## src/rtl/nird_pkg.sv

```systemverilog
package nird_pkg;

    localparam int RING_N     = 8;
    localparam int WIN        = 5;
    // number of window pixels, scales an outer sample to the patch sum range
    localparam int PATCH_GAIN = 25;

    typedef logic [7:0]        pix_t;
    typedef logic [12:0]       psum_t;
    typedef logic [RING_N-1:0] pattern_t;
    typedef logic [3:0]        code_t;
    typedef logic [7:0]        pos_t;

    // one window row, index 0 is the leftmost (oldest) column
    typedef pix_t [WIN-1:0] win_row_t;

    // row 0 is the top (oldest) row of the window
    typedef struct packed {
        win_row_t [WIN-1:0] row;
    } window_t;

    typedef struct packed {
        logic valid;
        logic last;
    } stage_ctl_t;

    typedef struct packed {
        pattern_t ni;
        pattern_t rd;
    } pattern_pair_t;

    typedef enum logic [1:0] {
        IDLE,
        FILL,
        STREAM,
        FLUSH
    } fsm_state_t;

endpackage
```

## src/rtl/nird_top.sv

```systemverilog
module nird_top import nird_pkg::*; #(
    parameter int COLS = 12,
    parameter int ROWS = 12
) (
    input  logic  clk_i,
    input  logic  rst_n_i,
    input  logic  pix_valid_i,
    input  pix_t  pix_i,
    output code_t ni_o,
    output code_t rd_o,
    output logic  code_valid_o,
    output logic  frame_done_o
);

    pos_t          col;
    pos_t          row;
    stage_ctl_t    win_ctl;
    window_t       win;
    pattern_pair_t pat;
    stage_ctl_t    pat_ctl;

    pixel_counter #(
        .COLS (COLS),
        .ROWS (ROWS)
    ) pixel_counter_i (
        .clk_i       (clk_i),
        .rst_n_i     (rst_n_i),
        .pix_valid_i (pix_valid_i),
        .col_o       (col),
        .row_o       (row)
    );

    frame_fsm #(
        .COLS (COLS),
        .ROWS (ROWS)
    ) frame_fsm_i (
        .clk_i       (clk_i),
        .rst_n_i     (rst_n_i),
        .pix_valid_i (pix_valid_i),
        .col_i       (col),
        .row_i       (row),
        .ctl_o       (win_ctl)
    );

    // registers on the same strobe as frame_fsm, so win and win_ctl line up
    window_buffer #(
        .COLS (COLS)
    ) window_buffer_i (
        .clk_i       (clk_i),
        .rst_n_i     (rst_n_i),
        .pix_valid_i (pix_valid_i),
        .pix_i       (pix_i),
        .win_o       (win)
    );

    texture_bits texture_bits_i (
        .clk_i   (clk_i),
        .rst_n_i (rst_n_i),
        .win_i   (win),
        .ctl_i   (win_ctl),
        .pat_o   (pat),
        .ctl_o   (pat_ctl)
    );

    riu2_mapping riu2_mapping_i (
        .clk_i        (clk_i),
        .rst_n_i      (rst_n_i),
        .pat_i        (pat),
        .ctl_i        (pat_ctl),
        .ni_o         (ni_o),
        .rd_o         (rd_o),
        .code_valid_o (code_valid_o),
        .frame_done_o (frame_done_o)
    );

endmodule

```

## src/rtl/riu2_mapping.sv

```systemverilog
module riu2_mapping import nird_pkg::*; (
    input  logic          clk_i,
    input  logic          rst_n_i,
    input  pattern_pair_t pat_i,
    input  stage_ctl_t    ctl_i,
    output code_t         ni_o,
    output code_t         rd_o,
    output logic          code_valid_o,
    output logic          frame_done_o
);

    // uniform patterns map to their number of ones, all others to 9
    function automatic code_t riu2(input pattern_t p);
        int trans;
        int ones;
        trans = 0;
        ones  = 0;
        for (int k = 0; k < RING_N; k++) begin
            // circular neighbour, bit 7 wraps to bit 0
            if (p[k] != p[(k + 1) % RING_N]) begin
                trans++;
            end
            if (p[k]) begin
                ones++;
            end
        end
        if (trans <= 2) begin
            return code_t'(ones);
        end
        return code_t'(RING_N + 1);
    endfunction

    always_ff @(posedge clk_i) begin
        ni_o <= riu2(pat_i.ni);
        rd_o <= riu2(pat_i.rd);
    end

    always_ff @(posedge clk_i or negedge rst_n_i) begin
        if (!rst_n_i) begin
            code_valid_o <= 1'b0;
            frame_done_o <= 1'b0;
        end else begin
            code_valid_o <= ctl_i.valid;
            frame_done_o <= ctl_i.valid && ctl_i.last;
        end
    end

endmodule

```

## src/rtl/texture_bits.sv

```systemverilog
module texture_bits import nird_pkg::*; (
    input  logic          clk_i,
    input  logic          rst_n_i,
    input  window_t       win_i,
    input  stage_ctl_t    ctl_i,
    output pattern_pair_t pat_o,
    output stage_ctl_t    ctl_o
);

    localparam int CTR = WIN / 2;

    // unit steps for E, NE, N, NW, W, SW, S, SE
    // a negative row step points up, toward older rows
    localparam int DX [RING_N] = '{1, 1, 0, -1, -1, -1, 0, 1};
    localparam int DY [RING_N] = '{0, -1, -1, -1, 0, 1, 1, 1};

    pix_t          inner [RING_N];
    pix_t          outer [RING_N];
    psum_t         patch_sum;
    pattern_pair_t pat_d;

    // outer diagonals sit on the window corners, no interpolation
    always_comb begin
        for (int k = 0; k < RING_N; k++) begin
            inner[k] = win_i.row[CTR + DY[k]][CTR + DX[k]];
            outer[k] = win_i.row[CTR + 2 * DY[k]][CTR + 2 * DX[k]];
        end
    end

    always_comb begin
        patch_sum = '0;
        for (int r = 0; r < WIN; r++) begin
            for (int c = 0; c < WIN; c++) begin
                patch_sum = patch_sum + psum_t'(win_i.row[r][c]);
            end
        end
    end

    // NI tests outer >= mean as outer * 25 >= sum
    always_comb begin
        for (int k = 0; k < RING_N; k++) begin
            pat_d.rd[k] = outer[k] >= inner[k];
            pat_d.ni[k] = (psum_t'(PATCH_GAIN) * psum_t'(outer[k])) >= patch_sum;
        end
    end

    always_ff @(posedge clk_i) begin
        pat_o <= pat_d;
    end

    always_ff @(posedge clk_i or negedge rst_n_i) begin
        if (!rst_n_i) begin
            ctl_o <= '0;
        end else begin
            ctl_o <= ctl_i;
        end
    end

endmodule

```

## src/rtl/window_buffer.sv

```systemverilog
module window_buffer import nird_pkg::*; #(
    parameter int COLS = 12
) (
    input  logic    clk_i,
    input  logic    rst_n_i,
    input  logic    pix_valid_i,
    input  pix_t    pix_i,
    output window_t win_o
);

    localparam int AW = $clog2(COLS);

    // line_mem[0] holds the previous row, line_mem[WIN-2] the oldest
    pix_t          line_mem [WIN-1][COLS];
    logic [AW-1:0] wr_col;
    win_row_t      new_col;

    always_ff @(posedge clk_i or negedge rst_n_i) begin
        if (!rst_n_i) begin
            wr_col <= '0;
        end else if (pix_valid_i) begin
            if (wr_col == AW'(COLS - 1)) begin
                wr_col <= '0;
            end else begin
                wr_col <= wr_col + AW'(1);
            end
        end
    end

    // column entering the window, oldest row first
    always_comb begin
        for (int k = 0; k < WIN - 1; k++) begin
            new_col[k] = line_mem[WIN-2-k][wr_col];
        end
        new_col[WIN-1] = pix_i;
    end

    always_ff @(posedge clk_i) begin
        if (pix_valid_i) begin
            // each line moves one row down at the current column
            line_mem[0][wr_col] <= pix_i;
            for (int k = 1; k < WIN - 1; k++) begin
                line_mem[k][wr_col] <= line_mem[k-1][wr_col];
            end
            // shift left, newest column enters on the right
            for (int r = 0; r < WIN; r++) begin
                win_o.row[r] <= {new_col[r], win_o.row[r][WIN-1:1]};
            end
        end
    end

endmodule

```

## src/rtl/frame_fsm.sv

```systemverilog
module frame_fsm import nird_pkg::*; #(
    parameter int COLS = 12,
    parameter int ROWS = 12
) (
    input  logic       clk_i,
    input  logic       rst_n_i,
    input  logic       pix_valid_i,
    input  pos_t       col_i,
    input  pos_t       row_i,
    output stage_ctl_t ctl_o
);

    fsm_state_t state;
    fsm_state_t state_next;
    logic       win_done;
    logic       frame_end;
    logic       in_frame;

    // pixel that completes a 5x5 window
    assign win_done  = pix_valid_i && (col_i >= pos_t'(WIN - 1)) && (row_i >= pos_t'(WIN - 1));
    assign frame_end = pix_valid_i && (col_i == pos_t'(COLS - 1)) && (row_i == pos_t'(ROWS - 1));
    assign in_frame  = (state == FILL) || (state == STREAM);

    always_comb begin
        state_next = state;
        case (state)
            IDLE: begin
                if (pix_valid_i) begin
                    state_next = FILL;
                end
            end
            FILL: begin
                if (frame_end) begin
                    state_next = FLUSH;
                end else if (win_done) begin
                    state_next = STREAM;
                end
            end
            STREAM: begin
                if (frame_end) begin
                    state_next = FLUSH;
                end
            end
            FLUSH: begin
                // a strobe here is already the first pixel of the next frame
                state_next = pix_valid_i ? FILL : IDLE;
            end
            default: begin
                state_next = IDLE;
            end
        endcase
    end

    // ctl_o carries the last flag while the FSM sits in FLUSH
    always_ff @(posedge clk_i or negedge rst_n_i) begin
        if (!rst_n_i) begin
            state <= IDLE;
            ctl_o <= '0;
        end else begin
            state       <= state_next;
            ctl_o.valid <= win_done && in_frame;
            ctl_o.last  <= frame_end && in_frame;
        end
    end

endmodule

```

## src/rtl/pixel_counter.sv

```systemverilog
module pixel_counter import nird_pkg::*; #(
    parameter int COLS = 12,
    parameter int ROWS = 12
) (
    input  logic clk_i,
    input  logic rst_n_i,
    input  logic pix_valid_i,
    output pos_t col_o,
    output pos_t row_o
);

    // holds the position of the pixel on the next strobe
    always_ff @(posedge clk_i or negedge rst_n_i) begin
        if (!rst_n_i) begin
            col_o <= '0;
            row_o <= '0;
        end else if (pix_valid_i) begin
            if (col_o == pos_t'(COLS - 1)) begin
                col_o <= '0;
                // end of frame, start over at the top
                if (row_o == pos_t'(ROWS - 1)) begin
                    row_o <= '0;
                end else begin
                    row_o <= row_o + pos_t'(1);
                end
            end else begin
                col_o <= col_o + pos_t'(1);
            end
        end
    end

endmodule

```

## config.mk

```make
export PLATFORM = sky130hd
export DESIGN_NAME = nird_top
export DESIGN_NICKNAME = d
export VERILOG_FILES = /design/src/rtl/nird_pkg.sv /design/src/rtl/nird_top.sv /design/src/rtl/riu2_mapping.sv /design/src/rtl/texture_bits.sv /design/src/rtl/window_buffer.sv /design/src/rtl/frame_fsm.sv /design/src/rtl/pixel_counter.sv
export SDC_FILE = /design/constraint.sdc
export NUM_CORES = 1
export LEC_CHECK = 0
export BUFFER_PORTS_ARGS = -buffer_cell sky130_fd_sc_hd__buf_2
export CORE_ASPECT_RATIO = 1.4
export CORE_MARGIN = 3
export CORE_UTILIZATION = 35
export CTS_CLUSTER_SIZE = 10
export DETAILED_ROUTE_END_ITERATION = 12
export PLACE_DENSITY = 0.61
export SLEW_MARGIN = 20
export SYNTH_ARGS = -nofsm -noshare
export SYNTH_HDL_FRONTEND = slang
export SYNTH_HIERARCHICAL = 1
export SYNTH_SLANG_ARGS = --single-unit
```

## constraint.sdc

```tcl
create_clock -name clk_i -period 9.41 [get_ports clk_i]
set_clock_uncertainty 0.05 [all_clocks]
set_input_delay 1.882 -clock clk_i [delete_from_list [all_inputs] [get_ports clk_i]]
set_output_delay 1.882 -clock clk_i [all_outputs]
set_load 0.005 [all_outputs]
```

==> out/results.ini <==
[outcome]
status = completed

[worst_setup_path]
max_stage_delay_ns = 0.57
cp-start-kind = flip-flop
path_common_cell = fa_1
r2r_cells = 35
end_kind = flip-flop
crit_fanout = 7
r2r-end = texture_bits_i/pat_o[12]
worst-setup-path-type = flip-flop to flip-flop
arrival_ns = 9.59
crit_required_ns = 9.86
rr_startpoint = window_buffer_i/win_o[18]
cp_slowest_cell = fa_1
regToRegSetupSlack_ns = 0.27

[cts]
cts_made_buffers = 77
htreeDepth = 3
root_buffer = clkbuf_16
insertion_delay_ns = 0.66
clock-sinks = 636
cts_tree = built
ctsHoldBuffers = 0
clkTransAtPathRegs_ns = 0.06
clock_path_buffers = 3

[sta]
fin_crit_sh = 0.9716
slew_headroom = 0.2570
hold_viol = 0
max_freq_ghz = 0.1094
finalSetupViolCount = 0
min_period_ns = 9.142
worst_pin_slew_ns = 1.114
finalSetupTns_ns = 0
rsz0062_at_grt = true
drv_slew = 0

[grt]
grt_max_degree = 83
grt_pass1_vias = 23660
antenna_found_initial = 0
grt_first_pass_wirelength_um = 137400
grt_use_total = 0.1563
gr-total-overflow = 0

[detailed_routing]
drt-initial-drc-count = 1379
drc = 0
antenna_left = 0
num_vias = 22080
vias_per_cell = 4.958
avgRoutedWirePerCell_um = 19.68
wirelength_um = 87630
dr.pass1.iters = 5

[finish]
final_util = 0.4012
fin_area_um2 = 43860
drive_gt1_frac = 0.1388
fillers = 10020
regArea_um2 = 18730
final_cells = 4454
fin_nets = 3635
areaGrowthSynthToFinish_pct = 12.95
multi_input_area_um2 = 18650
num_antenna_cells = 0

[yosys]
syn_area_um2 = 38830
synth.yosys.warnings = 6
synth_cell_types = 94
ys_seq_elements = 636
avgSynthCellArea_um2 = 13.64
synth_nets = 3511
synthArstFlopShare = 0.04403
synth_edf_count = 584
synth-seq-area-share = 0.4821
synth-main-ff-cell = edfxtp_1
syn_inst = 2846

[flow_run]
drv_cap = 0

[placement]
gp_congestion = 0.8037
port-buffer-count = 20
placedInstanceArea_um2 = 41100
dp.cells = 4331
hpwl_um = 62380

[hold_path]
hp-start = frame_fsm_i/ctl_o[0]
hold_end = texture_bits_i/ctl_o[0]
min_delay_path_depth = 0
hold_class = flip-flop to flip-flop

[die]
ios = 21
dieWidth_um = 287.5
fp.coreArea_um2 = 109300
rows = 143
dieHeight_um = 400.1
start_util = 0.3552
dieArea_um2 = 115000

[layout make-up]
class                      instances  share of cell area
timing repair buffer             107             0.01877
sequential                       636              0.4270
clock inverter                    17            0.005706
tap                             1450             0.04137
inverter                         426             0.03646
multi-input combinational       1722              0.4252
clock buffer                      96             0.04556
[logic make-up (layout without fill, tap and decap cells)]
group | after synthesis | after routing | synth area share
AOI/OAI and AO/OA | 351 | 351 | 0.06110
xor gates and xnor gates | 141 | 141 | 0.03377
adders and majority gates | 670 | 670 | 0.2530
buffers and inverters | 488 | 646 | 0.04950
DFF | 636 | 636 | 0.4821
muxes | 119 | 119 | 0.06187
and+or+nand+nor | 441 | 441 | 0.05874
[synthesized netlist by cell type (all sizes together) (7+ instances only)]
master / instances / area share
clkbuf: 25 / 0.0024
a21o: 59 / 0.011
mux2: 8 / 0.0023
dfxtp: 24 / 0.012
nand2b: 26 / 0.0042
ha: 457 / 0.15
o41ai: 7 / 0.0018
a31oi: 7 / 0.0011
or2: 7 / 0.0011
fa: 197 / 0.10
buf: 37 / 0.0059
nor4: 8 / 0.0018
dfrtp: 28 / 0.018
a21oi: 77 / 0.010
xor2: 47 / 0.011
o2111ai: 8 / 0.0018
nor2b: 32 / 0.0052
a22oi: 33 / 0.0064
o21ai: 74 / 0.0095
a211oi: 14 / 0.0027
xnor2: 90 / 0.020
maj3: 16 / 0.0041
mux4: 96 / 0.056
and3: 21 / 0.0034
o21a: 12 / 0.0023
mux2i: 15 / 0.0039
nand4: 19 / 0.0031
nand3: 29 / 0.0039
o22ai: 7 / 0.0013
inv: 426 / 0.041
edfxtp: 584 / 0.45
nand2: 147 / 0.014
nor2: 77 / 0.0074
nor3: 29 / 0.0042
[metal layers]
metal / GRT usage / vias up / share of wire / routed length (um)
met1: 0.1824 / 11170 / 0.40 / 34910
met5: 0 / - / 0 / 0
met3: 0.02103 / 122 / 0.030 / 2639
met2: 0.2960 / 327 / 0.55 / 47940
met4: 0.04503 / 0 / 0.024 / 2143
li1: - / 10460 / - / -
[per-stage QoR]
stage                     hold slack, ns  worst slack [ns]
after detailed placement          0.2941           -0.2237
after CTS                         0.3029          0.008279
after floorplan                   0.2812           0.07646
final                             0.3018            0.2677
after global placement            0.2849           -0.3362
after global routing              0.3071           -0.1601
[flip-flops by register name, indices dropped and copies added (netlist names)]
register	cells
window_buffer_i/line_mem	384
window_buffer_i/win_o	200
texture_bits_i/pat_o	16
pixel_counter_i/col_o	8
pixel_counter_i/row_o	8
riu2_mapping_i/ni_o	4
riu2_mapping_i/rd_o	4
window_buffer_i/wr_col	4
frame_fsm_i/ctl_o	2
frame_fsm_i/state	2
texture_bits_i/ctl_o	2
riu2_mapping_i/code_valid_o	1
riu2_mapping_i/frame_done_o	1
[worst max-delay path, delay by kind of cell, from the launching register on]
| family | cells | cell delay, ns |
|---|---|---|
| compound gates | 9 | 1.46 |
| xor+xnor | 2 | 0.35 |
| fa+ha+maj | 14 | 5.80 |
| buf+inv | 8 | 0.74 |
| flops | 1 | 0.41 |
| simple gates | 2 | 0.20 |
[cells in the final DEF (no fill, tap or decap), types with 27 or more instances in the layout]
cell and n:
buf_4 78, a22oi_1 33, fa_1 192, xor2_1 44
a21o_1 58, ha_1 436, xnor2_1 89, mux4_2 96
nor2_1 74, clkbuf_16 77, inv_1 419, a21oi_1 69
o21ai_0 57, nand3_1 27, nand2_1 146, edfxtp_1 584
nor2b_1 29
[worst max path at each step]
stage                              start                  endpoint  slack (ns)  depth (start not counted)
2_1_floorplan   window_buffer_i/win_o[1]   texture_bits_i/pat_o[8]        0.08                         30
3_3_place_gp    window_buffer_i/win_o[1]  texture_bits_i/pat_o[12]       -0.34                         34
3_5_place_dp    window_buffer_i/win_o[1]  texture_bits_i/pat_o[11]       -0.22                         32
4_1_cts         window_buffer_i/win_o[1]  texture_bits_i/pat_o[13]       0.008                         32
5_1_grt         window_buffer_i/win_o[4]  texture_bits_i/pat_o[13]       -0.16                         37
6_report       window_buffer_i/win_o[18]  texture_bits_i/pat_o[12]        0.27                         35
[repair_timing]
action,4_1_cts,5_1_grt
endpoints found under the setup margin,8,8
pin swaps,1,62
buffers inserted,0,10
gates resized for setup,13,87
Power is not shown: default switching activity piles up to over one toggle a cycle in this logic, so the estimate is an artifact.
